<file path="config.mk">
export PLATFORM = sky130hd
export DESIGN_NAME = frame_buffer_flat
export DESIGN_NICKNAME = d
export VERILOG_FILES = /design/src/source/keystone_pkg.sv /design/src/source/frame_read_if.sv /design/src/source/frame_buffer.sv /design/src/flat_wrapper.sv
export SDC_FILE = /design/constraint.sdc
export NUM_CORES = 2
export LEC_CHECK = 0
export BUFFER_PORTS_ARGS = -buffer_cell sky130_fd_sc_hd__clkbuf_2
export CAP_MARGIN = 20
export CORE_UTILIZATION = 32
export DETAILED_ROUTE_END_ITERATION = 10
export GPL_TIMING_DRIVEN = 0
export HOLD_SLACK_MARGIN = 0.15
export MAX_ROUTING_LAYER = met4
export PLACE_DENSITY_LB_ADDON = 0.05
export SLEW_MARGIN = 20
export SYNTH_ARGS = -nofsm -noshare
export SYNTH_HDL_FRONTEND = slang
export SYNTH_SLANG_ARGS = --single-unit
</file>
<file path="constraint.sdc">
create_clock -name clock -period 8.8 [get_ports clock]
set_input_delay 0 -clock clock [delete_from_list [all_inputs] [get_ports clock]]
set_output_delay 0 -clock clock [all_outputs]
set_load 0.01 [all_outputs]
</file>
<file path="src/source/keystone_pkg.sv">
// Keystone package with the shared constants, fixed-point formats and pixel types
package keystone_pkg;

    // Coefficients are Q16.16
    localparam int FRAC_BITS = 16;

    // Eight homography registers, h33 is fixed at one
    localparam int COEFF_COUNT = 8;
    localparam int REG_ADDR_BITS = 3;

    typedef logic signed [31:0] coeff_t;

    // Centred or absolute pixel coordinate
    typedef logic signed [15:0] coord_t;

    // Red in the top byte
    typedef struct packed {
        logic [7:0] red;
        logic [7:0] green;
        logic [7:0] blue;
    } rgb_t;

    // H11 H12 H13 H21 H22 H23 H31 H32
    typedef struct packed {
        coeff_t a;
        coeff_t b;
        coeff_t c;
        coeff_t d;
        coeff_t e;
        coeff_t f;
        coeff_t g;
        coeff_t h;
    } coeff_set_t;

    // Emitted when the lookup leaves the frame
    localparam rgb_t BLACK = '0;

endpackage

</file>
<file path="src/source/frame_read_if.sv">
// Lookup read bus from the coordinate transform into the frame buffer
`timescale 1ns/1ps

interface frame_read_if;

    logic request;
    keystone_pkg::coord_t src_x;
    keystone_pkg::coord_t src_y;

    // Valid one clock after request, held otherwise
    keystone_pkg::rgb_t pixel;

    modport requester (
        output request, src_x, src_y,
        input  pixel
    );

    modport store (
        input  request, src_x, src_y,
        output pixel
    );

endinterface

</file>
<file path="src/source/frame_buffer.sv">
// Frame buffer storing one source frame from the input stream for coordinate lookups
`timescale 1ns/1ps

module frame_buffer #(
    parameter int WIDTH = 16,
    parameter int HEIGHT = 8
) (
    input  logic clock,
    input  logic reset,
    input  logic in_valid,
    input  logic in_start_of_frame,
    input  logic in_end_of_line,
    input  keystone_pkg::rgb_t in_pixel,
    output logic in_ready,
    output logic frame_full,
    input  logic frame_release,
    frame_read_if.store rd
);

    localparam int DEPTH = WIDTH * HEIGHT;
    localparam int ADDR_BITS = $clog2(DEPTH);
    localparam int COL_BITS = $clog2(WIDTH + 1);
    localparam int ROW_BITS = $clog2(HEIGHT + 1);

    keystone_pkg::rgb_t mem [DEPTH];

    logic [COL_BITS-1:0] wr_col;
    logic [COL_BITS-1:0] col_now;
    logic [ROW_BITS-1:0] wr_row;
    logic [ROW_BITS-1:0] row_now;
    logic [ADDR_BITS-1:0] wr_addr;
    logic [ADDR_BITS-1:0] rd_addr;
    logic accept;
    logic last_pos;

    // Closed from the last source pixel until the frame is released
    assign in_ready = !frame_full;
    assign accept = in_valid && in_ready;

    // Start of frame forces position 0,0
    assign col_now = in_start_of_frame ? '0 : wr_col;
    assign row_now = in_start_of_frame ? '0 : wr_row;

    assign last_pos = (col_now == COL_BITS'(WIDTH - 1)) && (row_now == ROW_BITS'(HEIGHT - 1));

    // Row major
    assign wr_addr = ADDR_BITS'(row_now * WIDTH + col_now);
    assign rd_addr = ADDR_BITS'(rd.src_y * WIDTH + rd.src_x);

    always_ff @(posedge clock or posedge reset) begin
        if (reset) begin
            wr_col <= '0;
            wr_row <= '0;
            frame_full <= 1'b0;
        end else if (frame_release) begin
            wr_col <= '0;
            wr_row <= '0;
            frame_full <= 1'b0;
        end else if (accept) begin
            if (in_end_of_line) begin
                wr_col <= '0;
                wr_row <= row_now + 1'b1;
            end else begin
                wr_col <= col_now + 1'b1;
                wr_row <= row_now;
            end
            if (last_pos) begin
                frame_full <= 1'b1;
            end
        end
    end

    // Storage and registered lookup, pixel holds between requests
    always_ff @(posedge clock) begin
        if (accept) begin
            mem[wr_addr] <= in_pixel;
        end
        if (rd.request) begin
            rd.pixel <= mem[rd_addr];
        end
    end

    // Once the frame is complete nothing more is written until release
    no_write_when_full: assert property (
        @(posedge clock) disable iff (reset)
        (accept && last_pos) |=> (!accept until frame_release)
    );

endmodule

</file>
<file path="src/flat_wrapper.sv">
// flat-port wrapper written by rule: the top's interface ports become plain ports
module frame_buffer_flat 
#(
    parameter int WIDTH = 16,
    parameter int HEIGHT = 8
)
  (clock, reset, in_valid, in_start_of_frame, in_end_of_line, in_pixel, in_ready, frame_full, frame_release, rd_request, rd_src_x, rd_src_y, rd_pixel);
  frame_read_if rd_i ();
  input  logic clock;
  input  logic reset;
  input  logic in_valid;
  input  logic in_start_of_frame;
  input  logic in_end_of_line;
  input  keystone_pkg::rgb_t in_pixel;
  output logic in_ready;
  output logic frame_full;
  input  logic frame_release;
  input wire logic [$bits(rd_i.request)-1:0] rd_request;
  input wire logic [$bits(rd_i.src_x)-1:0] rd_src_x;
  input wire logic [$bits(rd_i.src_y)-1:0] rd_src_y;
  output wire logic [$bits(rd_i.pixel)-1:0] rd_pixel;
  assign rd_i.request = rd_request;
  assign rd_i.src_x = rd_src_x;
  assign rd_i.src_y = rd_src_y;
  assign rd_pixel = rd_i.pixel;
  frame_buffer #(.WIDTH(WIDTH), .HEIGHT(HEIGHT)) u_core (.clock(clock), .reset(reset), .in_valid(in_valid), .in_start_of_frame(in_start_of_frame), .in_end_of_line(in_end_of_line), .in_pixel(in_pixel), .in_ready(in_ready), .frame_full(frame_full), .frame_release(frame_release), .rd(rd_i));
endmodule
</file>
Yosys cells after proc, flatten, opt, wreduce, memory -nomap -nowiden:

Memory sizes are Yosys's and may differ from the RTL's. A register that Yosys moved wholly into a read port is not among the register bits.
Cells that the tools add are included.

* order comparisons: 0
* multiplexer cells: 13
* bitwise gates (word level): 0
* multiply operators: 0
* add/subtract/negate cells: 4
* div/mod/pow operators: 0
* equality and inequality tests: 2
* shift operators: 0
* reduce and logical (&&, ||, !) cells: 6

Operators by type and width (count)
* 2-to-1 mux 5 bit: 4
* 2-to-1 mux 4 bit: 4
* adder 7 x 5 -> 7 bit: 1
* adder 7 bit: 1
* adder 5 x 1 -> 5 bit (second input constant): 1
* == test 5 x 4 -> 1 bit (second input constant): 1
* 2-to-1 mux 1 bit: 5
* adder 4 x 1 -> 4 bit (second input constant): 1
* == test 4 x 3 -> 1 bit (second input constant): 1
* nonzero test 2 bit: 2
* logical AND 1 bit: 2
* AND reduction 2 bit: 1
* logical NOT 1 bit: 1

* output and inout port bits: 26
* bits in latches: 0
* flip-flop bits (word level): 10
* input bits: 63
* memory bits (read-only): 0
* bits in writable memories: 3072
* memories kept: 1
* logic and storage cells: 29

Memories
* u_core.mem: words 128, bits a word 24, rd ports 1, clocked after Yosys merged registers in 1, wr ports 1, line frame_buffer.sv:25 `keystone_pkg::rgb_t mem [DEPTH];`

Depth between registers and ports, before layout:

* depth after elaboration: 6
* depth in mapped cells: 10
* gate-level depth less buffers: 10

Worst setup path after synthesis:

No wires, ideal clock.

* path kind: register -> register
* from: register u_core.wr_row[0]
* to: memory u_core.mem[112][0] (netlist bit) (enable)
* required time: 8395 ps
* library setup time: 405 ps
* arrival time: 2951 ps
* period minus slack after synthesis: 3356 ps
* buffers on the path: 0
* stages on the path, launching flop included: 8
* setup slack: 5444 ps
* cells stage by stage: dfrtp_1 -> nor2b_1 -> ha_1 -> ha_1 -> mux2_2 -> o21ai_0 -> nand3_1 -> nor2_1

* longest elaborated chain between the ends: 2

Ends and longest elaborated chain
* start: declaration: line frame_buffer.sv:29 `logic [ROW_BITS-1:0] wr_row;`
* start signal: assignment: line frame_buffer.sv:62 `wr_row <= row_now + 1'b1;`
* start signal: assignment: line frame_buffer.sv:65 `wr_row <= row_now;`
* 2-to-1 mux 4 bit: line frame_buffer.sv:42 `assign row_now = in_start_of_frame ? '0 : wr_row;`
* adder 7 x 5 -> 7 bit: line frame_buffer.sv:47 `assign wr_addr = ADDR_BITS'(row_now * WIDTH + col_now);`
* end: declaration: line frame_buffer.sv:25

No other way between the ends.

Worst setup path in the final report:

* from: register u_core.wr_row[0]
* to: memory u_core.mem[113][13] (netlist bit) (enable)

Same word-level chain as after synthesis.

==> impl_metrics.yaml <==
floorplan:
  dieArea_um2: 373000
  ios: 89
  std_cell_rows: 223
  die_w_um: 610
  coreArea_um2: 369000
  chipHeight_um: 610
  start_util_pct: 32.1
logic_synthesis:
  synth_edf_count: 3096
  synth_top_family_by_area: "multiplexers"
  ys.flop_type: "edfxtp_1"
  synth_adder_area_share_pct: 0.0803
  muxShareOfSynthArea_pct: 19.1
  synth-seq-area-share_pct: 78.7
  syn_avg_cell_area_um2: 25.2
  syn_area_um2: 118000
  synth-simple-area-share_pct: 0.692
  async_reset_ff_share_pct: 0.322
  ys_ff_latch: 3106
  synth_nets: 4771
  synth-warning-count: 0
  yosysUniqueCellTypes: 35
  syn_inst: 4701
  synthXorXnorAreaFrac_pct: 0.0370
  synth-compound-area-share_pct: 0.405
drt:
  drt-vias-per-instance: 5.04
  dr_total_vias: 53500
  finalWirelength_um: 359000
  firstDrtPassIters: 7
  wl_per_cell_um: 33.8
  drc_errors: 0
  antenna_left: 0
  drtIter0Drc: 5282
global_routing:
  grt_pass1_vias: 56200
  globalRoute.totalOverflow: 0
  antenna_found_initial: 50
  track_usage_pct: 19.8
  grt_max_degree: 109
  grt_pass1_wl_um: 490000
run_status:
  status: "completed"
power:
  p_int_mw: 25.3
  p_comb_share_pct: 6.0
  clkPwrFrac_pct: 43.8
  total_power_mw: 32.6
  peakVddDrop_mv: 0.144
  seqPwrFrac_pct: 50.2
  p_sw_mw: 7.31
  leakage_nw: 43.4
  p_sw_share_pct: 22.5
  pwr_density_cell_nw_per_um2: 229
final_layout:
  final_area_um2: 142000
  final_cell_mix: "edfxtp_1 (3096), mux4_2 (960), clkbuf_16 (370), clkbuf_1 (195), nor2_4 (128)"
  synthToLayoutAreaGrowth_pct: 20.0
  final_common_cell: "edfxtp_1"
  finalNetCount: 5416
  drive_gt1_share_pct: 35.2
  fin_util_pct: 38.6
timing:
  worst_slew_pin_slew_ns: 1.15
  rsz0062_at_grt: "false"
  drv_slew: 0
  period_share_pct: 49.9
  min_period_ns: 4.39
  finalSetupTns_ns: 0
  max_slew_margin_pct: 23.5
  hold_ws_ns: 0.216
  timing.fmax_mhz: 228
  skew_ns: 0.0320
  setup_violations: 0
  hold_viol: 0
worst_setup_path:
  crit_arrival_ns: 5.00
  endpoint_kind: "register"
  start_kind: "register"
  worstSetupPathType: "reg -> reg"
  worstPathMaxFanout: 14
  crit_required_ns: 9.41
  rrSetupSlack_ns: 4.41
  reg2regPathDepth: 8
  reg2reg_from: "u_core.wr_row[0]$_DFFE_PP0P_"
  timing.rr.end: "u_core.mem[113][13]$_DFFE_PP_"
clock_tree:
  cts_max_path_buffers: 4
  cts_tree: "done"
  hold_buffers: 53
  cts_buffers: 360
  cts_sinks: 3106
  clock_latency_ns: 0.92
  cts_setup_buffers: 0
  ctsResizeCount: 0
  cts.clk_slew.worst_paths_ns: 0.06
  htreeDepth: 5
  clockRootBuffer: "clkbuf_16"
placed_design:
  hpwl_um: 248000
  dpl-instance-area_um2: 130000
  portBuffers: 61
  gp_congestion: 0.812
hold_path:
  min-delay-start: "in_pixel[10]"
  hp-class: "in -> reg"
  holdPathStages: 2
  whs_endpoint: "u_core.mem[48][10]$_DFFE_PP_"
job:
  max_cap_viol_count: 0
power groups by stage:
stage | logic (mW) | registers [mW] | clock network [mW]
finish | 1.96 | 16.3 | 14.3
global route | 2.05 | 16.3 | 15.2
global placement | 1.90 | 16.7 | 0
floorplan | 0.853 | 16.7 | 0
CTS | 2.01 | 16.3 | 14.7
detailed placement | 1.98 | 16.6 | 0
cell usage after synthesis, types with 21 or more instances:
cell	number	share of area, %
buf_1	22	0.070
a221oi_1	24	0.18
mux2i_1	48	0.41
nor2_1	143	0.45
nand2_1	21	0.067
edfxtp_1	3096	78
mux4_2	960	18
o22ai_1	25	0.13
clkbuf_1	133	0.42
mux2_2	49	0.47
buf_2	89	0.38
worst max-delay path by stage:
stage,depth (start not counted),endpoint,slack (ns),startpoint
5_1_grt,8,u_core.mem[113][14]$_DFFE_PP_,4.34,u_core.wr_row[0]$_DFFE_PP0P_
3_3_place_gp,8,u_core.rd.pixel[5]$_DFFE_PP_,2.33,rd_src_y[0]
4_1_cts,8,u_core.mem[113][14]$_DFFE_PP_,4.43,u_core.wr_row[0]$_DFFE_PP0P_
6_report,8,u_core.mem[113][13]$_DFFE_PP_,4.41,u_core.wr_row[0]$_DFFE_PP0P_
3_5_place_dp,8,u_core.rd.pixel[11]$_DFFE_PP_,3.96,rd_src_x[2]
2_1_floorplan,7,u_core.mem[112][0]$_DFFE_PP_,5.44,u_core.wr_row[0]$_DFFE_PP0P_
flip-flops by register name, indices dropped and copies added (netlist names):
name,count
u_core.mem,3072
u_core.rd.pixel,24
u_core.wr_col,5
u_core.wr_row,4
u_core.frame_full,1
metal layers:
layer,vias up,GRT usage [%],share of wire (%)
met5,-,-,0
met4,0,5.84,3.2
met3,478,3.28,5.2
met2,1333,31.6,48
met1,29700,26.2,43
li1,22000,-,-
stage by stage:
stage,setup slack (ns),std cells
finish,4.41,10600
global route,4.34,10600
CTS,4.43,10600
detailed placement,3.96,9880
global placement,2.33,9712
floorplan,5.44,4701
kinds of logic after synthesis:
kind of cell	count (synthesis)
AND/OR/NAND/NOR	198
multiplexers	1057
flip-flops	3106
AO/OA/AOI/OAI	68
XOR/XNOR	5
adder cells (fa/ha/maj)	7
buffers and inverters	260
cell type report:
type / count / area [µm²]
fill: 32800 / 226000
sequential: 3106 / 93200
multi-input combinational: 1335 / 25100
clock buffer: 459 / 9610
tap: 4950 / 6190
timing repair buffer: 283 / 5300
clock inverter: 194 / 1480
buffer: 252 / 1140
antenna: 27 / 67.6
inverter: 8 / 30.0
worst max-delay path, stage by stage (launching register included):
cell	delay [ns]
dfrtp_1	0.37
nor2b_1	0.29
ha_1	0.22
ha_1	0.29
mux2_2	0.37
o21ai_1	0.67
nand3_1	0.77
nor2_4	0.84
buf_16	0.23
Note: power is estimated with default switching activity, not from simulation.
