### src/source/keystone_pkg.sv
// Keystone package with the shared constants, fixed-point formats and pixel types
package keystone_pkg;

    // Coefficients are Q16.16
    localparam int FRAC_BITS = 16;

    // Eight homography registers, h33 is fixed at one
    localparam int COEFF_COUNT = 8;
    localparam int REG_ADDR_BITS = 3;

    typedef logic signed [31:0] coeff_t;

    // Centred or absolute pixel coordinate
    typedef logic signed [15:0] coord_t;

    // Red in the top byte
    typedef struct packed {
        logic [7:0] red;
        logic [7:0] green;
        logic [7:0] blue;
    } rgb_t;

    // H11 H12 H13 H21 H22 H23 H31 H32
    typedef struct packed {
        coeff_t a;
        coeff_t b;
        coeff_t c;
        coeff_t d;
        coeff_t e;
        coeff_t f;
        coeff_t g;
        coeff_t h;
    } coeff_set_t;

    // Emitted when the lookup leaves the frame
    localparam rgb_t BLACK = '0;

endpackage

### src/source/homography_if.sv
// Homography bus carrying the active coefficient set and the frame-start load pulse
`timescale 1ns/1ps

interface homography_if;

    // Active set used by the transform
    keystone_pkg::coeff_set_t coeffs;

    // One cycle pulse at the start of each corrected frame
    logic load;

    modport regs (
        input  load,
        output coeffs
    );

    modport sequencer (
        output load
    );

    modport transform (
        input coeffs
    );

endinterface

### src/source/correction_sequencer.sv
// Correction sequencer, destination raster walk, pipeline stall control and framed output register
`timescale 1ns/1ps

module correction_sequencer #(
    parameter int WIDTH = 16,
    parameter int HEIGHT = 8
) (
    input  logic clock,
    input  logic reset,
    input  logic frame_full,
    output logic frame_release,
    homography_if.sequencer coef,
    output logic advance,
    output logic dest_valid,
    output keystone_pkg::coord_t dest_x,
    output keystone_pkg::coord_t dest_y,
    input  logic result_valid,
    input  keystone_pkg::rgb_t result_pixel,
    input  logic out_ready,
    output logic out_valid,
    output logic out_start_of_frame,
    output logic out_end_of_line,
    output keystone_pkg::rgb_t out_pixel
);

    localparam int PIXELS = WIDTH * HEIGHT;
    localparam int COUNT_BITS = $clog2(PIXELS + 1);
    localparam int COL_BITS = $clog2(WIDTH + 1);

    typedef enum logic [1:0] {IDLE, ISSUE, DRAIN} state_t;

    state_t state;
    logic last_issue;
    logic out_fire;
    logic last_out;
    logic first_pending;
    logic [COL_BITS-1:0] mark_col;
    logic [COUNT_BITS-1:0] emit_count;

    // Whole pipeline moves unless the output is full and blocked
    assign advance = !out_valid || out_ready;
    assign out_fire = out_valid && out_ready;
    assign last_out = out_fire && (emit_count == COUNT_BITS'(PIXELS - 1));

    assign coef.load = (state == IDLE) && frame_full;
    assign dest_valid = (state == ISSUE);
    assign frame_release = (state == DRAIN) && last_out;

    assign last_issue = (dest_x == keystone_pkg::coord_t'(WIDTH - 1))
                     && (dest_y == keystone_pkg::coord_t'(HEIGHT - 1));

    //////////////////////////////////////////////////
    // Raster FSM
    //////////////////////////////////////////////////

    always_ff @(posedge clock or posedge reset) begin
        if (reset) begin
            state <= IDLE;
            dest_x <= '0;
            dest_y <= '0;
        end else begin
            case (state)
                IDLE: if (frame_full) state <= ISSUE;
                ISSUE: begin
                    if (advance) begin
                        if (last_issue) begin
                            state <= DRAIN;
                            dest_x <= '0;
                            dest_y <= '0;
                        end else if (dest_x == keystone_pkg::coord_t'(WIDTH - 1)) begin
                            dest_x <= '0;
                            dest_y <= dest_y + 1'b1;
                        end else begin
                            dest_x <= dest_x + 1'b1;
                        end
                    end
                end
                DRAIN: if (last_out) state <= IDLE;
                default: state <= IDLE;
            endcase
        end
    end

    // Pixels that have left, for the release
    always_ff @(posedge clock or posedge reset) begin
        if (reset) begin
            emit_count <= '0;
        end else if (last_out) begin
            emit_count <= '0;
        end else if (out_fire) begin
            emit_count <= emit_count + 1'b1;
        end
    end

    //////////////////////////////////////////////////
    // Output register and markers
    //////////////////////////////////////////////////

    always_ff @(posedge clock or posedge reset) begin
        if (reset) begin
            out_valid <= 1'b0;
            out_start_of_frame <= 1'b0;
            out_end_of_line <= 1'b0;
            first_pending <= 1'b1;
            mark_col <= '0;
        end else begin
            if (advance) begin
                out_valid <= result_valid;
                out_start_of_frame <= result_valid && first_pending;
                out_end_of_line <= result_valid && (mark_col == COL_BITS'(WIDTH - 1));
                if (result_valid) begin
                    first_pending <= 1'b0;
                    mark_col <= (mark_col == COL_BITS'(WIDTH - 1)) ? '0 : mark_col + 1'b1;
                end
            end
            // Pipeline is empty at the pulse
            if (coef.load) begin
                first_pending <= 1'b1;
            end
        end
    end

    always_ff @(posedge clock) begin
        if (advance) begin
            out_pixel <= result_pixel;
        end
    end

    out_stable_when_stalled: assert property (
        @(posedge clock) disable iff (reset)
        (out_valid && !out_ready) |=> ($stable(out_pixel) && $stable(out_start_of_frame)
                                       && $stable(out_end_of_line))
    );

endmodule

### src/flat_wrapper.sv
// flat-port wrapper written by rule: the top's interface ports become plain ports
module correction_sequencer_flat 
#(
    parameter int WIDTH = 16,
    parameter int HEIGHT = 8
)
  (clock, reset, frame_full, frame_release, advance, dest_valid, dest_x, dest_y, result_valid, result_pixel, out_ready, out_valid, out_start_of_frame, out_end_of_line, out_pixel, coef_load);
  homography_if coef_i ();
  input  logic clock;
  input  logic reset;
  input  logic frame_full;
  output logic frame_release;
  output logic advance;
  output logic dest_valid;
  output keystone_pkg::coord_t dest_x;
  output keystone_pkg::coord_t dest_y;
  input  logic result_valid;
  input  keystone_pkg::rgb_t result_pixel;
  input  logic out_ready;
  output logic out_valid;
  output logic out_start_of_frame;
  output logic out_end_of_line;
  output keystone_pkg::rgb_t out_pixel;
  output wire logic [$bits(coef_i.load)-1:0] coef_load;
  assign coef_load = coef_i.load;
  correction_sequencer #(.WIDTH(WIDTH), .HEIGHT(HEIGHT)) u_core (.clock(clock), .reset(reset), .frame_full(frame_full), .frame_release(frame_release), .coef(coef_i), .advance(advance), .dest_valid(dest_valid), .dest_x(dest_x), .dest_y(dest_y), .result_valid(result_valid), .result_pixel(result_pixel), .out_ready(out_ready), .out_valid(out_valid), .out_start_of_frame(out_start_of_frame), .out_end_of_line(out_end_of_line), .out_pixel(out_pixel));
endmodule
### config.mk
export PLATFORM = sky130hd
export DESIGN_NAME = correction_sequencer_flat
export DESIGN_NICKNAME = d
export VERILOG_FILES = /design/src/source/keystone_pkg.sv /design/src/source/homography_if.sv /design/src/source/correction_sequencer.sv /design/src/flat_wrapper.sv
export SDC_FILE = /design/constraint.sdc
export NUM_CORES = 1
export LEC_CHECK = 0
export ABC_AREA = 1
export BUFFER_PORTS_ARGS = -buffer_cell sky130_fd_sc_hd__buf_2
export CAP_MARGIN = 10
export CELL_PAD_IN_SITES_DETAIL_PLACEMENT = 1
export CELL_PAD_IN_SITES_GLOBAL_PLACEMENT = 1
export CORE_ASPECT_RATIO = 1.2
export CORE_MARGIN = 5
export CORE_UTILIZATION = 36
export DETAILED_ROUTE_END_ITERATION = 10
export PLACE_DENSITY = 0.73
export SLEW_MARGIN = 10
export SYNTH_ARGS = -nofsm -noshare
export SYNTH_HDL_FRONTEND = slang
export SYNTH_SLANG_ARGS = --single-unit
### constraint.sdc
create_clock -name clock -period 1.42 [get_ports clock]
set_input_delay 0.284 -clock clock [delete_from_list [all_inputs] [get_ports clock]]
set_output_delay 0.284 -clock clock [all_outputs]
set_load 0.05 [all_outputs]
Yosys cells after proc, flatten, opt, wreduce, memory -nomap -nowiden. Index checks and enable logic that the tools add are counted.

Register bits: 75. Input port bits: 29. Output and inout bits: 63. Word-level logic and storage cells: 60.

$add $sub $neg: 4. Equality and inequality tests: 10. Muxes and demuxes: 15. Reduce and logical (&&, ||, !) cells: 19.

Operators with widths (number): 16-bit 2-to-1 mux (4); 16-bit by 1-bit adder with 16-bit output, second input constant (2); 16-bit by 4-bit == test with 1-bit output, second input constant (1); 16-bit by 5-bit == test with 1-bit output, second input constant (1); 8-bit 2-to-1 mux (2); 8-bit by 1-bit adder with 8-bit output, second input constant (1); 8-bit by 7-bit == test with 1-bit output, second input constant (1); 2-bit 2-to-1 mux (4); 2-bit nonzero test (4); 1-bit logical AND (7); 2-bit one-hot mux with 3 select lines (1); 2-bit AND reduction (3); 5-bit by 1-bit adder with 5-bit output, second input constant (1); 5-bit by 4-bit == test with 1-bit output, second input constant (1); 5-bit 2-to-1 mux (1); 2-bit by 1-bit inequality test with 1-bit output, second input constant (2); 2-bit inequality test, second input constant (2); 4-bit AND reduction (1); 1-bit 2-to-1 mux (3); 3-bit AND reduction (1); 2-bit by 1-bit == test with 1-bit output, second input constant (1); 2-bit == test, second input constant (1); 2-bit logical NOT (1); 1-bit logical NOT (1); 1-bit logical OR (1).

Depth between registers and ports, before layout.
Word-level depth: 5. Mapped depth: 8.

Worst setup path before layout. OpenSTA, ideal clock, no wires.

Path type: reg2out. From: reg u_core.out_valid. To: out frame_release. Arrival time: 2.326 ns. Required time: 1.136 ns. Path slack: -1.190 ns. Stages on the path, launching flop included: 5. Path buffers: 0. Cell sequence: dfrtp_1 -> nand2_2 -> nor3_4 -> nand3_2 -> nor3_1.

Word-level cells in the longest chain between the ends: 3.

RTL lines: start, declared (line correction_sequencer.sv:20) `output logic out_valid,`; start signal, assigned (line correction_sequencer.sv:108) `out_valid <= result_valid;`; 1-bit logical AND (line correction_sequencer.sv:42) `assign out_fire = out_valid && out_ready;`; 1-bit logical AND (line correction_sequencer.sv:43) `assign last_out = out_fire && (emit_count == COUNT_BITS'(PIXELS - 1));`; 1-bit logical AND (line correction_sequencer.sv:47) `assign frame_release = (state == DRAIN) && last_out;`; end, declared (line flat_wrapper.sv:12) `output logic frame_release;`.

No other way between the ends.

Worst setup path in the final report.
From: reg u_core.emit_count[1]. To: out frame_release.

Word-level cells in the longest chain between the ends: 3.

RTL lines: start, declared (line correction_sequencer.sv:38) `logic [COUNT_BITS-1:0] emit_count;`; start signal, assigned (line correction_sequencer.sv:91) `emit_count <= emit_count + 1'b1;`; 8-bit by 7-bit == test with 1-bit output (line correction_sequencer.sv:43); 1-bit logical AND (line correction_sequencer.sv:43); 1-bit logical AND (line correction_sequencer.sv:47).

No other way between the ends.

==> results by group <==
Die
  – Std-Cell Core Area: 10500 sq um
  – Chip width: approximately 100 um
  – Site row count: just over 40
  – Initial core utilization: ~37%
  – Die height: around 120 um
  – Die area: roughly 13000 sq um
  – # IOs: just over 90

Clock network
  – CTS Buffer Depth: 2
  – TritonCTS Buffers: 9
  – TritonCTS clock tree: built
  – CTS H-tree depth: 3
  – Worst-path clk slew: ~0.070 ns
  – CTS hold repair buffers: 0
  – CTS sink cnt: 75
  – Root Buffer: clkbuf_16
  – Worst-skew pair later-pin latency: approximately 0.34 ns

STA
  – Setup-failing EPs final: 21
  – Setup Skew: around 0.0094 ns
  – Worst slew margin: approximately four fifths
  – Slew @ Worst Pin: between 0.2 and 0.3 ns
  – Period utilisation layout: 125%
  – Fin crit period: between 1.5 and 2 ns
  – Count of pins over their slew limit: 0
  – PnR worst setup slack: -0.348 ns
  – RSZ-0062 raised after global routing: yes
  – Fmax: 0.566 GHz
  – Endpoints failing hold: 0

Yosys
  – Yosys cell types: 35
  – Post-synthesis net count: between 400 and 500
  – FF+latch count, synth: 75
  – Area leader, netlist: dfrtp_1
  – Warnings from Yosys: 0
  – Synthesized area: between 3000 and 4000 sq um
  – Async SR Flop Fraction: about 68%
  – Synth Instances: around 440
  – Sequential area share after synthesis: 52.3%
  – Yosys top cell area share: 32.7%
  – EDFF count, synth: 24
  – Synth area leaders: dfrtp_1, edfxtp_1, nand2_1, nor2_1, inv_1
  – Syn avg cell area: 8.63 sq um
  – Dominant synthesized flop cell: dfrtp_1

Pwr
  – Worst IR drop on VDD: approximately 0.95 mV
  – Leakage: approximately 2.7 nW
  – PD cells: around 1300 nW/um^2

Placed design
  – DP Area: 4860 sq um
  – Dpl cells: just over 700
  – RD Place Congestion: about 0.85
  – Hpwl dp: approximately 8500 um
  – IO Port Bufs: about 90

Critical path
  – Crit Path Class: reg2out
  – R2R depth: 7
  – Required time of the critical path: approximately 1.1 ns
  – Startpoint types: flop
  – CP Capture Type: output pin
  – Critical Path AT: ~1.5 ns
  – Internal reg-to-reg setup slack: -0.08 ns
  – Critical path fanouts, max: 2

Layout
  – Filler cells: roughly 1200
  – Area Growth Syn to Fin: 50.9%
  – ANT cells: 0
  – Finished Layout Cells: 749
  – Post-route core utilization: 55.1%
  – Fraction of layout cells with a size suffix above 1: between 40 and 50%
  – Nets@finish: ~650
  – Final non-filler cell area: 5770 sq um

Route
  – Vias per cell: 4.94
  – Via count: ~3700
  – Initial DRC Count: between 100 and 150
  – Drt drc: 0
  – First drt pass iteration count: 4
  – WL/cell: about 17 um
  – Total wire length: 12500 um
  – Routed Antenna Nets: 0

Job
  – Max Cap Violations: 0

Worst hold path
  – Hold Path Class: in2async

Status
  – Failing checks: setup timing
  – Outcome: finished, violations left

Global route
  – Initial antenna violation count: 0
  – Vias in the first global route: 3816
  – Total track usage: between 15 and 20%
  – Largest net degree at the start of global routing: 52
  – Grt ovf: 0
  – First-pass GRT wire length: 18600 um
==> stage by stage <==
| step | hold WS, ns | setup WS, ns | TNS, ns | power, W |
|---|---|---|---|---|
| 2_1_floorplan | 0.332 | -0.357 | -2.78 | 0.00429 |
| 3_3_place_gp | 0.382 | -0.170 | -0.170 | 0.00500 |
| 3_5_place_dp | 0.385 | -0.220 | -0.220 | 0.00510 |
| 4_1_cts | 0.0189 | -0.374 | -0.456 | 0.00735 |
| 5_1_grt | 0.0351 | -0.456 | -3.18 | 0.00796 |
| 6_report | 0.0112 | -0.348 | -1.63 | 0.00758 |
==> sequential cells by signal, indices dropped and copies added, names as in the netlist, 2 cells and up <==
name	flops
u_core.out_pixel	24
u_core.dest_x	16
u_core.dest_y	16
u_core.emit_count	8
u_core.mark_col	5
u_core.state	2
==> cells in the mapped netlist, types with 2 or more instances <==
library cell / n
nand3_1: 33
nor3_1: 3
buf_6: 2
nor2_4: 5
nand4_1: 12
ha_1: 4
nand2_2: 7
edfxtp_1: 24
dfrtp_1: 50
inv_2: 2
xor2_1: 15
nor2_2: 4
xnor2_1: 3
o21ai_2: 7
o21ai_1: 7
nor2_1: 64
o21ai_0: 10
nand2_1: 124
a21oi_1: 3
nor3_2: 2
inv_1: 48
==> critical path, stage by stage, from the launching register on <==
cell and delay [ns]:
dfrtp_1 0.36, ha_1 0.16, inv_2 0.05, nor3_4 0.13
nand3_2 0.12, nor3_4 0.14, buf_6 0.18
==> metal layers <==
layer  up-vias  global-route usage (%)  wire [um]
li1       1773                       -          -
met5         -                       0          0
met2        79                    33.3       6710
met1      1832                    21.0       5130
met3        18                    2.89        398
met4         0                    7.61        274
==> cell families after synthesis <==
family	share of synthesized area [%]
AND/OR/NAND/NOR	31.5
flip-flops	52.3
buffers and inverters	5.63
AO/OA/AOI/OAI	4.84
XOR/XNOR	4.12
adder cells (fa/ha/maj)	1.31
multiplexers	0.295
==> power by group <==
part	internal, W	total, W	leakage, nW	switching, W
clock network	0.00120	0.00214	0.135	0.000941
logic	0.000939	0.00256	1.71	0.00162
registers	0.00258	0.00288	0.862	0.000296
total	0.00472	0.00758	2.71	0.00286
==> cell type report <==
class	count	area, sq um	area share (%)
clock buffer	10	229	3.97
clock inverter	6	47.5	0.824
inverter	50	196	3.41
multi-input combinational	315	1890	32.8
sequential	75	2030	35.1
tap	129	161	2.80
timing repair buffer	164	1210	21.1
==> layout by cell type (no fill, tap or decap), types with 3 or more instances in the layout <==
master     netlist  layout
a21oi_1          3       3
buf_6            2      17
nor2_2           4      13
nor2_1          64      46
buf_12           0       3
nand2_4          1      10
xor2_1          15      15
dfrtp_2          0      23
nand2_1        124     102
nand4_1         12      12
clkbuf_4         0       5
nand3_2          1       4
o21ai_0         10       8
nand2_2          7      19
nor3_4           1       3
clkbuf_16        0      11
buf_2            1      67
buf_4            0      68
xnor2_1          3       3
edfxtp_1        24      24
dfrtp_1         50      27
inv_2            2       5
nand3_1         33      29
o21ai_1          7       7
nor2_4           5      14
o21ai_2          7       9
inv_1           48      42
inv_6            0       3
==> final timing paths <==
check | start | to
worst max-delay path | u_core.emit_count[1] | frame_release
worst min-delay path | reset | u_core.mark_col[1]
worst max register to register | u_core.state[1] | u_core.dest_y[15]
worst min register to register | u_core.emit_count[7] | u_core.emit_count[7]
max in group asynchronous | reset | u_core.first_pending
min in group clock | result_pixel[15] | u_core.out_pixel[15]
==> what timing repair did <==
item                                   CTS  global route
gates resized for setup                 23           103
pin swaps                                6            17
setup endpoints to repair               15            42
endpoints found under the hold margin    0             0
setup buffers                            8            19
cloned                                   0             3
Note: power is estimated with default switching activity, not from simulation.
