`src/source/keystone_pkg.sv`:
```
// Keystone package with the shared constants, fixed-point formats and pixel types
package keystone_pkg;

    // Coefficients are Q16.16
    localparam int FRAC_BITS = 16;

    // Eight homography registers, h33 is fixed at one
    localparam int COEFF_COUNT = 8;
    localparam int REG_ADDR_BITS = 3;

    typedef logic signed [31:0] coeff_t;

    // Centred or absolute pixel coordinate
    typedef logic signed [15:0] coord_t;

    // Red in the top byte
    typedef struct packed {
        logic [7:0] red;
        logic [7:0] green;
        logic [7:0] blue;
    } rgb_t;

    // H11 H12 H13 H21 H22 H23 H31 H32
    typedef struct packed {
        coeff_t a;
        coeff_t b;
        coeff_t c;
        coeff_t d;
        coeff_t e;
        coeff_t f;
        coeff_t g;
        coeff_t h;
    } coeff_set_t;

    // Emitted when the lookup leaves the frame
    localparam rgb_t BLACK = '0;

endpackage

```
`src/source/homography_if.sv`:
```
// Homography bus carrying the active coefficient set and the frame-start load pulse
`timescale 1ns/1ps

interface homography_if;

    // Active set used by the transform
    keystone_pkg::coeff_set_t coeffs;

    // One cycle pulse at the start of each corrected frame
    logic load;

    modport regs (
        input  load,
        output coeffs
    );

    modport sequencer (
        output load
    );

    modport transform (
        input coeffs
    );

endinterface

```
`src/source/homography_regs.sv`:
```
// Homography register block, Wishbone classic slave with shadow and active coefficients
`timescale 1ns/1ps

module homography_regs (
    input  logic clock,
    input  logic reset,
    input  logic wb_cyc,
    input  logic wb_stb,
    input  logic wb_we,
    input  logic [keystone_pkg::REG_ADDR_BITS-1:0] wb_adr,
    input  keystone_pkg::coeff_t wb_dat_w,
    output keystone_pkg::coeff_t wb_dat_r,
    output logic wb_ack,
    homography_if.regs coef
);

    // Software view, index 0 is a
    keystone_pkg::coeff_t shadow [keystone_pkg::COEFF_COUNT];

    logic request;
    logic strobe;

    assign request = wb_cyc && wb_stb;

    // New request only, the acked cycle is the tail of the same one
    assign strobe = request && !wb_ack;

    //////////////////////////////////////////////////
    // Wishbone handshake
    //////////////////////////////////////////////////

    always_ff @(posedge clock or posedge reset) begin
        if (reset) begin
            wb_ack <= 1'b0;
        end else begin
            wb_ack <= strobe;
        end
    end

    // Read data lines up with ack
    always_ff @(posedge clock) begin
        if (strobe) begin
            wb_dat_r <= shadow[wb_adr];
        end
    end

    always_ff @(posedge clock or posedge reset) begin
        if (reset) begin
            for (int i = 0; i < keystone_pkg::COEFF_COUNT; i++) begin
                shadow[i] <= '0;
            end
        end else if (strobe && wb_we) begin
            shadow[wb_adr] <= wb_dat_w;
        end
    end

    //////////////////////////////////////////////////
    // Active set
    //////////////////////////////////////////////////

    // Copied once per frame so the next frame can be prepared meanwhile
    always_ff @(posedge clock or posedge reset) begin
        if (reset) begin
            coef.coeffs <= '0;
        end else if (coef.load) begin
            coef.coeffs <= {shadow[0], shadow[1], shadow[2], shadow[3],
                            shadow[4], shadow[5], shadow[6], shadow[7]};
        end
    end

    // Ack only ever answers a request seen the cycle before
    ack_follows_request: assert property (
        @(posedge clock) disable iff (reset) !request |=> !wb_ack
    );

endmodule

```
`src/flat_wrapper.sv`:
```
// flat-port wrapper written by rule: the top's interface ports become plain ports
module homography_regs_flat 
  (clock, reset, wb_cyc, wb_stb, wb_we, wb_adr, wb_dat_w, wb_dat_r, wb_ack, coef_load, coef_coeffs);
  homography_if coef_i ();
  input  logic clock;
  input  logic reset;
  input  logic wb_cyc;
  input  logic wb_stb;
  input  logic wb_we;
  input  logic [keystone_pkg::REG_ADDR_BITS-1:0] wb_adr;
  input  keystone_pkg::coeff_t wb_dat_w;
  output keystone_pkg::coeff_t wb_dat_r;
  output logic wb_ack;
  input wire logic [$bits(coef_i.load)-1:0] coef_load;
  output wire logic [$bits(coef_i.coeffs)-1:0] coef_coeffs;
  assign coef_i.load = coef_load;
  assign coef_coeffs = coef_i.coeffs;
  homography_regs u_core (.clock(clock), .reset(reset), .wb_cyc(wb_cyc), .wb_stb(wb_stb), .wb_we(wb_we), .wb_adr(wb_adr), .wb_dat_w(wb_dat_w), .wb_dat_r(wb_dat_r), .wb_ack(wb_ack), .coef(coef_i));
endmodule
```
`config.mk`:
```
export PLATFORM = sky130hd
export DESIGN_NAME = homography_regs_flat
export DESIGN_NICKNAME = d
export VERILOG_FILES = /design/src/source/keystone_pkg.sv /design/src/source/homography_if.sv /design/src/source/homography_regs.sv /design/src/flat_wrapper.sv
export SDC_FILE = /design/constraint.sdc
export NUM_CORES = 1
export LEC_CHECK = 0
export BUFFER_PORTS_ARGS = -buffer_cell sky130_fd_sc_hd__buf_4
export CORE_MARGIN = 10
export CORE_UTILIZATION = 55
export CTS_CLUSTER_SIZE = 12
export DETAILED_ROUTE_END_ITERATION = 16
export GPL_ROUTABILITY_DRIVEN = 0
export PLACE_DENSITY = 0.88
export RECOVER_POWER = 50
export SLEW_MARGIN = 10
export SYNTH_ARGS = -nofsm -noshare
export SYNTH_HDL_FRONTEND = slang
export SYNTH_SLANG_ARGS = --single-unit
```
`constraint.sdc`:
```
create_clock -name clock -period 19.7 [get_ports clock]
set_clock_uncertainty 0.15 [all_clocks]
set_input_delay 1.97 -clock clock [delete_from_list [all_inputs] [get_ports clock]]
set_output_delay 1.97 -clock clock [all_outputs]
set_load 0.1 [all_outputs]
```
# Word level (Yosys, flattened, before mapping)

Index checks and enable logic that the tools add are counted.

Reductions and logical operators: 5
Bitwise logic cells: 1
Order comparisons: 2
Multiplexer cells: 6

Operators by type and width:

| cell                 | number |
|---|---|
| $bwmux W256          | 1 |
| $bmux W32 S3         | 1 |
| $demux W32 S3        | 1 |
| $mux W32             | 3 |
| $ge A4 B4 Y1 const B | 1 |
| $logic_and A1 B1 Y1  | 4 |
| $lt A4 B1 Y1 const B | 1 |
| $not A3 Y4           | 1 |
| $logic_not A1 Y1     | 1 |

Word-level logic and storage cells: 32
Output and inout bits: 289
Flip-flop bits (word level): 545
Input bits: 41

# Logic depth before layout (Yosys ltp)

Gate-level depths: netlist of run 1.

Word-level depth: 6
Mapped depth: 6
Depth with buffers taken out: 3

# Worst setup path after synthesis of run 1

Ideal clock, no wire load.

Kind: input to register
From: input port wb_adr[0] (netlist bit)
To: register u_core.wb_dat_r[10], data pin
Data required time: 19290 ps
Buffers on the path: 3
Stages: 5
Library setup time: 260 ps
Path slack: 15907 ps
Arrival: 3383 ps
Path through: buf_2 -> buf_4 -> buf_2 -> mux4_2 -> mux2_2

Cells in the longest elaborated chain, start to end: 4

Ends and longest elaborated chain:

| item                                        | line                  | RTL |
|---|---|---|
| start, declared                             | flat_wrapper.sv:10    | `input logic [keystone_pkg::REG_ADDR_BITS-1:0] wb_adr;` |
| $not A3 Y4 (implied by the code)            | homography_regs.sv:43 | `wb_dat_r <= shadow[wb_adr];` |
| $bmux W32 S3                                | homography_regs.sv:43 |  |
| $mux W32 (implied by the code) (2 in a row) | homography_regs.sv:43 |  |
| end signal, assigned                        | homography_regs.sv:43 |  |
| end, declared                               | homography_regs.sv:12 | `output keystone_pkg::coeff_t wb_dat_r,` |

Every way passes these cells. The select of a mux whose other input is x is not followed.
A chain may end at the register's enable or synchronous reset.

==> flow_metrics.env, run 1 <==
export IMPL_r2r_start="u_core.wb_ack"
export IMPL_setup_viol=0
export IMPL_rsz0062_at_grt="no"
export IMPL_h_tree_depth=2
export IMPL_violations="max-capacitance violations, max-slew violations"
export IMPL_grt_use_met1_pct=29.2
export IMPL_core_sq_um=39000
export IMPL_synth_edf_count=32
export IMPL_synthMuxAreaShare_pct=34.5
export IMPL_ys_flop_type="dfrtp_1"
export IMPL_synth_top_family_by_area="multiplexers"
export IMPL_startpoint="reset"
export IMPL_portBuffers=329
export IMPL_drive_above_1_share_pct=40.6
export IMPL_crit_end="u_core.coef.coeffs[207]"
export IMPL_synth_compound_area_share_pct=0.132
export IMPL_cp_start_kind="primary input"
export IMPL_worst_path_max_fanout=124
export IMPL_diodes=0
export IMPL_synthTopCellsByArea="dfrtp_1 59%, mux2_2 24%, mux4_2 6.4%"
export IMPL_reg2reg_to="u_core.wb_dat_r[28]"
export IMPL_clkLatencyLatePin_ns=0.58
export IMPL_outcome="finished with violations"
export IMPL_drc=0
export IMPL_reg2reg_depth=2
export IMPL_die_x_microns=219
export IMPL_drtIter0Drc=822
export IMPL_start_util_pct=56.0
export IMPL_yosysUniqueCellTypes=27
export IMPL_synth_top_area_share_pct=58.7
export IMPL_tightestPinTransition_ns=6.20
export IMPL_met2_usage_pct=37.9
export IMPL_max_stage_delay_ns=3.00
export IMPL_reg2reg_slack_ns=16.34
export IMPL_period_share_pct=44.2
export IMPL_clk_path_buf_depth=3
export IMPL_die_area_sq_um=48100
export IMPL_cts_root_buffer_cell="clkbuf_16"
export IMPL_grt_remaining_overflow=0
export IMPL_grt_pass1_vias=13700
export IMPL_max_freq_ghz=0.115
export IMPL_synthAdderAreaFrac_pct=0
export IMPL_power_leakage_nw=11.5
export IMPL_hold_violations=0
export IMPL_post_synth_and_or_nand_nor_area_fraction_pct=0.658
export IMPL_synth_net_count=1293
export IMPL_ant_nets=0
export IMPL_pwr_density_cell_nw_per_um2=150
export IMPL_fillers=2855
export IMPL_cts_resized=0
export IMPL_syn_to_final_growth_pct=15.6
export IMPL_drv_slew=461
export IMPL_seq_area_frac_synth_pct=63.1
export IMPL_worstSetupPathType="in2async"
export IMPL_hpwl_microns=35600
export IMPL_fin_tns_setup_ns=0
export IMPL_slowest_stage="clkbuf_1"
export IMPL_drv_cap=6
export IMPL_top_usage_layer="met2"
export IMPL_period_needed_ns=8.71
export IMPL_yosys_top_cells_count="513 x dfrtp_1, 470 x mux2_2, 73 x mux2_1, 62 x mux4_2, 37 x clkbuf_1"
export IMPL_worst_ep_required_time_ns=20.19
export IMPL_synth_xor_area_share_pct=0
export IMPL_synth_most_common_cell="dfrtp_1"
export IMPL_hold_start="u_core.coef.coeffs[188]"
export IMPL_endpoint_kind="asynchronous set/reset pin"
export IMPL_final_cell_count_no_fill=2132
export IMPL_synthCells=1252
export IMPL_cts_buffers=53
export IMPL_cts_setup_buffers=0
export IMPL_yosysTopAreaCell="dfrtp_1"
export IMPL_io_pins=330
export IMPL_dr_pass1_iters=5
export IMPL_cp_arrival_ns=9.20
export IMPL_placed_cells=2040
export IMPL_ir_drop_mv=0.121
export IMPL_cts_hold_buf=0
export IMPL_clock_sinks=545
export IMPL_die_h_microns=219
export IMPL_avgViaCountPerCell=5.81
export IMPL_grt_antenna_before_repair=0
export IMPL_grt_pass1_wl_microns=84200
export IMPL_syn_area_sq_um=21900
export IMPL_gr_usage_all_layers_pct=22.7
export IMPL_async_flop_share_pct=94.1
export IMPL_yosysWarnings=0
export IMPL_grt_max_degree=185
export IMPL_hold_class="reg2reg"
export IMPL_clk_pin_slew_ns=0.06
export IMPL_ys_seq_elements=545
export IMPL_vias=12400
export IMPL_avgSynthCellArea_sq_um=17.5
export IMPL_wirelength_microns=54800
export IMPL_slew_headroom_pct=-313
export IMPL_grt_met3_usage_pct=4.87
export IMPL_num_rows=72
export IMPL_post_drt_wl_per_cell_microns=25.7
export IMPL_final_nets=1618
export IMPL_worstPathCellList="clkbuf_4, clkinvlp_2, clkbuf_1, buf_4"
export IMPL_cts_tree="done"
[power breakdown]
| part | internal (mW) | leakage, nW | switching (mW) |
|---|---|---|---|
| Sequential | 1.35 | 6.96 | 0.163 |
| Combinational | 0.260 | 3.72 | 1.07 |
| Clock | 0.539 | 0.770 | 0.408 |
[final cells by class]
class | count | area [sq um] | area share, %
clock inverters | 2 | 13.8 | 0.0545
repair buffers | 346 | 1500 | 5.93
flip-flops and latches | 545 | 13800 | 54.6
clock buffers | 90 | 1580 | 6.24
inverters | 2 | 8.76 | 0.0347
multi-input cells | 629 | 7730 | 30.6
well taps | 518 | 648 | 2.56
[cells by family (layout without fill, tap and decap cells)]
family	after synthesis	in the layout
DFF	545	545
buffers and inverters	78	440
muxes	607	607
and+or+nand+nor	18	18
AOI/OAI and AO/OA	4	4
[cells in the final DEF, fill, tap and decap left out, types with 2 or more instances in the layout]
cell type,count
dfrtp_1,513
mux2_2,469
clkbuf_1,324
mux2_1,74
mux4_2,62
clkbuf_16,55
buf_4,48
edfxtp_1,32
clkbuf_8,7
nor3_4,2
nor3b_1,2
mux2i_1,2
nand2b_1,2
or4_2,2
and3_2,2
[metal layers]
layer / wire length, microns / up-vias
met3: 3380 / 97
met4: 1400 / 0
li1: - / 5268
met2: 27500 / 396
met5: 0 / -
met1: 22500 / 6636
[registers in the layout, indices dropped and copies added (netlist names)]
name                count
u_core.wb_dat_r        32
u_core.shadow         256
u_core.wb_ack           1
u_core.coef.coeffs    256
[worst max-delay path: cells and delay by family]
kind / cells / cell delay [ns]
buffers and inverters: 4 / 6.99
[worst min path at each step]
stage | to | slack [ns] | depth (start not counted)
after floorplan | u_core.shadow[29] | 0.32 | 1
after global placement | u_core.shadow[242] | 0.34 | 1
after detailed placement | u_core.coef.coeffs[233] | 0.35 | 1
after CTS | u_core.coef.coeffs[216] | 0.36 | 1
after global routing | u_core.coef.coeffs[78] | 0.37 | 1
final | u_core.coef.coeffs[188] | 0.35 | 1
[per-stage QoR]
stage / power (mW) / util (%) / hold slack (ns) / setup WS, ns / cell area (sq um)
after floorplan: 2.62 / - / 0.320 / 3.25 / 21900
after global placement: 2.94 / 63.6 / 0.341 / 14.52 / 24800
after detailed placement: 2.97 / 63.6 / 0.347 / 14.44 / 24800
after CTS: 3.92 / 67.7 / 0.360 / 15.05 / 26400
after global routing: 3.92 / 64.8 / 0.366 / 9.69 / 25300
final: 3.79 / 64.8 / 0.354 / 10.99 / 25300
Power figures use the tool's default switching activity.
==> run 2: changes to the inputs <==
--- a/config.mk
+++ b/config.mk
@@ -7,11 +7,11 @@
 export LEC_CHECK = 0
 export BUFFER_PORTS_ARGS = -buffer_cell sky130_fd_sc_hd__buf_4
 export CORE_MARGIN = 10
-export CORE_UTILIZATION = 55
+export CORE_UTILIZATION = 51
 export CTS_CLUSTER_SIZE = 12
 export DETAILED_ROUTE_END_ITERATION = 16
 export GPL_ROUTABILITY_DRIVEN = 0
-export PLACE_DENSITY = 0.88
+export PLACE_DENSITY = 0.87
 export RECOVER_POWER = 50
 export SLEW_MARGIN = 10
 export SYNTH_ARGS = -nofsm -noshare
==> constraint.sdc (replaced) <==
create_clock -name clock -period 7.8 [get_ports clock]
set_clock_uncertainty 0.15 [all_clocks]
set_input_delay 0.78 -clock clock [delete_from_list [all_inputs] [get_ports clock]]
set_output_delay 0.78 -clock clock [all_outputs]
set_load 0.1 [all_outputs]
==> run 2 against run 1 <==
  * The run still ends with max-capacitance violations, max-slew violations left
  * Clock power rose to 2.6 times the previous value
  * Sequential cell count unchanged
  * Cell area increased by 4.6%
  * Setup slack worse by 7.8 ns
  * Sequential power rose to 2.5 times the previous value
  * Register-to-register slack got worse by 12 ns
  * Sequential share of layout area shrank 2.4 points
  * Via count shrank 0.15%
  * Power increased to 2.6 times the previous value
  * Worst hold slack got worse by 0.048 ns
  * First-iteration DRC count up 16%
  * Non-clock buffer count grew 1
  * Critical path type is now in2reg
  * Critical endpoint is now u_core.shadow[144]
  * Largest cell class unchanged
  * Largest power group unchanged
==> flow_metrics.env, run 2 (synthesized netlist as in run 1, its figures left out) <==
export IMPL_vias=12400
export IMPL_worst_path_max_fanout=41
export IMPL_start_util_pct=51.9
export IMPL_ir_drop_mv=0.307
export IMPL_drv_cap=4
export IMPL_period_share_pct=58.7
export IMPL_power_leakage_nw=12.6
export IMPL_rsz0062_at_grt="no"
export IMPL_max_stage_delay_ns=2.15
export IMPL_post_route_cell_area_sq_um=26400
export IMPL_die_x_microns=227
export IMPL_slew_headroom_pct=-180
export IMPL_layout_common_cells="513 x dfrtp_1, 470 x mux2_2, 332 x buf_4, 73 x mux2_1, 62 x mux4_2"
export IMPL_drive_above_1_share_pct=58.6
export IMPL_hpwl_microns=35200
export IMPL_tightestPinTransition_ns=4.20
export IMPL_die_area_sq_um=51500
export IMPL_slowest_stage="clkbuf_1"
export IMPL_critPathBufInv=2
export IMPL_syn_to_final_growth_pct=21.0
export IMPL_mostFrequentLayoutCell="dfrtp_1"
export IMPL_setup_viol=0
export IMPL_worstPathCellList="clkbuf_1, nand2_1, nor3_4, buf_4, mux2_2"
export IMPL_hold_class="in2reg"
export IMPL_grt_antenna_before_repair=1
export IMPL_core_sq_um=42100
export IMPL_max_freq_ghz=0.218
export IMPL_utilization_pct=62.8
export IMPL_clk_path_buf_depth=3
export IMPL_clock_sinks=545
export IMPL_place_ws_ns=4.30
export IMPL_cts_hold_buf=0
export IMPL_drc=0
export IMPL_endpoint_kind="flop"
export IMPL_place_area_sq_um=24900
export IMPL_num_rows=75
export IMPL_grt_pass1_vias=13500
export IMPL_hold_slack_ns=0.306
export IMPL_ant_nets=0
export IMPL_final_nets=1620
export IMPL_post_drt_wl_per_cell_microns=25.5
export IMPL_cts_buffers=54
export IMPL_cts_root_buffer_cell="clkbuf_16"
export IMPL_cp_start_kind="primary input"
export IMPL_biggestRegsByFlops="u_core.coef.coeffs: 256 flops, u_core.shadow: 256 flops, u_core.wb_dat_r: 32 flops"
export IMPL_wirelength_microns=55000
export IMPL_die_h_microns=227
export IMPL_cts_setup_buffers=0
export IMPL_grt_remaining_overflow=0
export IMPL_gr_usage_all_layers_pct=21.2
export IMPL_p_total_mw=9.92
export IMPL_drv_slew=397
export IMPL_layout_setup_ws_ns=3.22
export IMPL_grt_pass1_wl_microns=83400
export IMPL_diodes=0
export IMPL_clk_pin_slew_ns=0.06
export IMPL_period_needed_ns=4.58
export IMPL_hold_violations=0
export IMPL_io_pins=330
export IMPL_pwr_density_cell_nw_per_um2=375
export IMPL_grt_max_degree=173
export IMPL_cts_tree="done"
export IMPL_violations="max-capacitance violations, max-slew violations"
export IMPL_outcome="finished with violations"
export IMPL_drtIter0Drc=955
export IMPL_clkLatencyLatePin_ns=0.60
export IMPL_h_tree_depth=2
export IMPL_dr_pass1_iters=4
export IMPL_worst_ep_required_time_ns=8.12
export IMPL_cp_arrival_ns=4.90
export IMPL_cts_resized=0
export IMPL_cp_top_family="buffers and inverters"
export IMPL_avgViaCountPerCell=5.74
export IMPL_portBuffers=329
export IMPL_worstSetupPathType="in2reg"
==> run 2: layer usage <==
metal	part of all wire [%]	routed length [microns]	GRT usage (%)	vias up
met2	49	27100	34.3	359
met1	42	23000	28.2	6685
li1	-	-	-	5260
met4	2.5	1380	7.16	0
met3	6.3	3470	4.47	75
met5	0	0	0	-
==> run 2: final timing paths <==
path / startpoint / cells past startpoint / slack (ns) / endpoint
worst max-delay path: wb_adr[1] / 5 / 3.22 / u_core.shadow[144]
worst min-delay path: wb_dat_w[27] / 2 / 0.31 / u_core.shadow[251]
worst max register to register: u_core.wb_ack / 2 / 4.54 / u_core.wb_dat_r[18]
worst min register to register: u_core.coef.coeffs[230] / 1 / 0.36 / u_core.coef.coeffs[230]
max in group asynchronous: reset / 3 / 3.36 / u_core.coef.coeffs[177]
min in group asynchronous: reset / 3 / 1.35 / u_core.coef.coeffs[160]
==> run 2: cell type report <==
| class | count | area (sq um) |
|---|---|---|
| clock buffer | 86 | 1520 |
| tap | 539 | 674 |
| fill | 2997 | 15700 |
| sequential | 545 | 13800 |
| multi-input combinational | 629 | 7730 |
| inverter | 2 | 8.76 |
| timing repair buffer | 347 | 2580 |
| clock inverter | 8 | 134 |
==> run 2: per-stage QoR <==
stage | TNS (ns) | instances
after floorplan | -49.41 | 1252
after global placement | 0 | 2062
after detailed placement | 0 | 2062
after CTS | 0 | 2156
after global routing | 0 | 2156
final | 0 | 2156
==> run 2: where the power goes <==
part | total [mW] | internal [mW] | leakage [nW] | switching (mW)
Combinational | 3.62 | 0.912 | 4.86 | 2.71
Sequential | 3.81 | 3.41 | 6.96 | 0.401
Clock | 2.49 | 1.43 | 0.799 | 1.06
Total | 9.92 | 5.75 | 12.6 | 4.17
==> run 3: changes to the inputs <==
==> constraint.sdc (replaced) <==
create_clock -name clock -period 3.8 [get_ports clock]
set_clock_uncertainty 0.15 [all_clocks]
set_input_delay 0.38 -clock clock [delete_from_list [all_inputs] [get_ports clock]]
set_output_delay 0.38 -clock clock [all_outputs]
set_load 0.1 [all_outputs]
==> run 3 against run 2 <==
  * The flow still finishes with violations (max-capacitance violations, max-slew violations)
  * Setup slack lost 2.3 ns
  * Sequential power grew 100%
  * Combinational power grew 100%
  * Critical endpoint is now u_core.coef.coeffs[183]
  * Largest cell class unchanged
  * Largest power group unchanged
==> flow_metrics.env, run 3 (synthesized netlist as in run 1, its figures left out) <==
export IMPL_grt_antenna_before_repair=0
export IMPL_wirelength_microns=55800
export IMPL_period_share_pct=75.4
export IMPL_worst_ep_required_time_ns=4.13
export IMPL_cp_top_family="buffers and inverters"
export IMPL_biggestRegsByFlops="u_core.coef.coeffs: 256 flops, u_core.shadow: 256 flops, u_core.wb_dat_r: 32 flops"
export IMPL_place_area_sq_um=25000
export IMPL_max_stage_delay_ns=1.42
export IMPL_reg2reg_to="u_core.wb_dat_r[28]"
export IMPL_gr_usage_all_layers_pct=21.4
export IMPL_clock_sinks=545
export IMPL_io_pins=330
export IMPL_cts_hold_buf=33
export IMPL_holdPathEnd="u_core.wb_dat_r[3]"
export IMPL_num_rows=75
export IMPL_drv_slew=116
export IMPL_cp_start_kind="primary input"
export IMPL_mostFrequentLayoutCell="dfrtp_1"
export IMPL_reg2reg_slack_ns=1.15
export IMPL_cts_setup_buffers=0
export IMPL_post_drt_wl_per_cell_microns=25.3
export IMPL_endpoint_kind="flop"
export IMPL_hold_violations=0
export IMPL_clk_path_buf_depth=3
export IMPL_cts_resized=0
export IMPL_worstSetupPathType="in2reg"
export IMPL_dr_pass1_iters=4
export IMPL_cts_buffers=54
export IMPL_worst_path_max_fanout=74
export IMPL_drtIter0Drc=827
export IMPL_grt_pass1_vias=13900
export IMPL_worstPathCellList="clkbuf_2, clkbuf_2, mux2_2"
export IMPL_cts_root_buffer_cell="clkbuf_16"
export IMPL_layout_common_cells="513 x dfrtp_1, 468 x mux2_2, 197 x buf_4, 172 x clkbuf_1, 75 x mux2_1"
export IMPL_syn_to_final_growth_pct=21.0
export IMPL_pwr_density_cell_nw_per_um2=763
export IMPL_drc=0
export IMPL_hold_start="wb_adr[0]"
export IMPL_outcome="finished with violations"
export IMPL_core_sq_um=42100
export IMPL_die_x_microns=227
export IMPL_r2r_start="u_core.wb_ack"
export IMPL_critPathBufInv=2
export IMPL_violations="max-capacitance violations, max-slew violations"
export IMPL_setup_viol=0
export IMPL_clkLatencyLatePin_ns=0.60
export IMPL_tightestPinTransition_ns=2.03
export IMPL_h_tree_depth=2
export IMPL_grt_pass1_wl_microns=84900
export IMPL_vias=12600
export IMPL_period_needed_ns=2.87
export IMPL_hpwl_microns=36500
export IMPL_power_leakage_nw=12.3
export IMPL_clk_pin_slew_ns=0.06
export IMPL_max_freq_ghz=0.349
export IMPL_grt_remaining_overflow=0
export IMPL_cts_tree="done"
export IMPL_final_nets=1665
export IMPL_hold_class="in2reg"
export IMPL_p_total_mw=20.2
export IMPL_post_route_cell_area_sq_um=26400
export IMPL_grt_max_degree=125
export IMPL_drv_cap=3
export IMPL_die_h_microns=227
export IMPL_reg2reg_depth=2
export IMPL_drive_above_1_share_pct=49.4
export IMPL_whs_path_depth=4
export IMPL_slowest_stage="clkbuf_2"
export IMPL_start_util_pct=51.9
export IMPL_ant_nets=0
export IMPL_die_area_sq_um=51500
export IMPL_rsz0062_at_grt="no"
export IMPL_slew_headroom_pct=-35.5
export IMPL_path_common_cell="clkbuf_2"
export IMPL_cp_arrival_ns=3.19
export IMPL_portBuffers=329
export IMPL_ir_drop_mv=0.524
export IMPL_avgViaCountPerCell=5.73
==> run 3: cell types whose count changed in the layout (fill, tap and decap cells not counted), moves of 3 or more <==
cell and delta:
clkbuf_2 +3, buf_4 -135, dlygate4sd3_1 +33, clkbuf_16 +3, clkbuf_1 +135, clkbuf_8 +4
buf_12 +7
==> run 3: report_power, final <==
| group | internal (mW) | switching [mW] | total [mW] |
|---|---|---|---|
| Clock | 2.97 | 2.14 | 5.11 |
| Combinational | 1.66 | 5.59 | 7.25 |
| Sequential | 7.00 | 0.814 | 7.81 |
==> run 3: cell type report <==
cell class	instances	area, sq um
fill	3042	15700
sequential	545	13800
multi-input combinational	629	7730
timing repair buffer	392	2560
clock buffer	90	1640
tap	539	674
clock inverter	2	35.0
inverter	2	8.76
antenna	1	2.50
==> run 3: worst max-delay path by stage <==
stage	startpoint	endpoint	slack, ns	depth (start not counted)
global placement	wb_adr[2]	u_core.shadow[119]	0.89	4
finish	coef_load	u_core.coef.coeffs[183]	0.93	3
global route	reset	u_core.coef.coeffs[132]	0.70	5
floorplan	reset	u_core.coef.coeffs[0]	-3.70	1
CTS	u_core.wb_ack	u_core.shadow[233]	1.15	3
detailed placement	wb_adr[2]	u_core.shadow[121]	0.81	4
==> run 3: layer usage <==
metal	global-route usage (%)	vias up	wire length, microns	share of wire (%)
li1	-	5349	-	-
met1	26.8	6776	22400	40
met2	36.3	416	28300	51
met3	5.19	66	3920	7.0
met4	6.71	0	1160	2.1
met5	0	-	0	0
==> run 3: worst min-delay path, cell delays in order <==
cell      delay (ns)
buf_4           0.12
nand2b_1        0.06
o32a_1          0.20
o211ai_1        0.09
==> run 3: metrics by stage <==
| stage | setup TNS (ns) | instances | setup slack, ns | hold WS, ns | utilization (%) |
|---|---|---|---|---|---|
| final | 0 | 2200 | 0.933 | 0.231 | 62.8 |
| after CTS | 0 | 2199 | 1.15 | 0.190 | 64.2 |
| after floorplan | -1896.21 | 1252 | -3.70 | 0.320 | - |
| after global routing | 0 | 2199 | 0.700 | 0.237 | 62.8 |
| after global placement | 0 | 2074 | 0.889 | 0.334 | 59.4 |
| after detailed placement | 0 | 2074 | 0.813 | 0.347 | 59.4 |
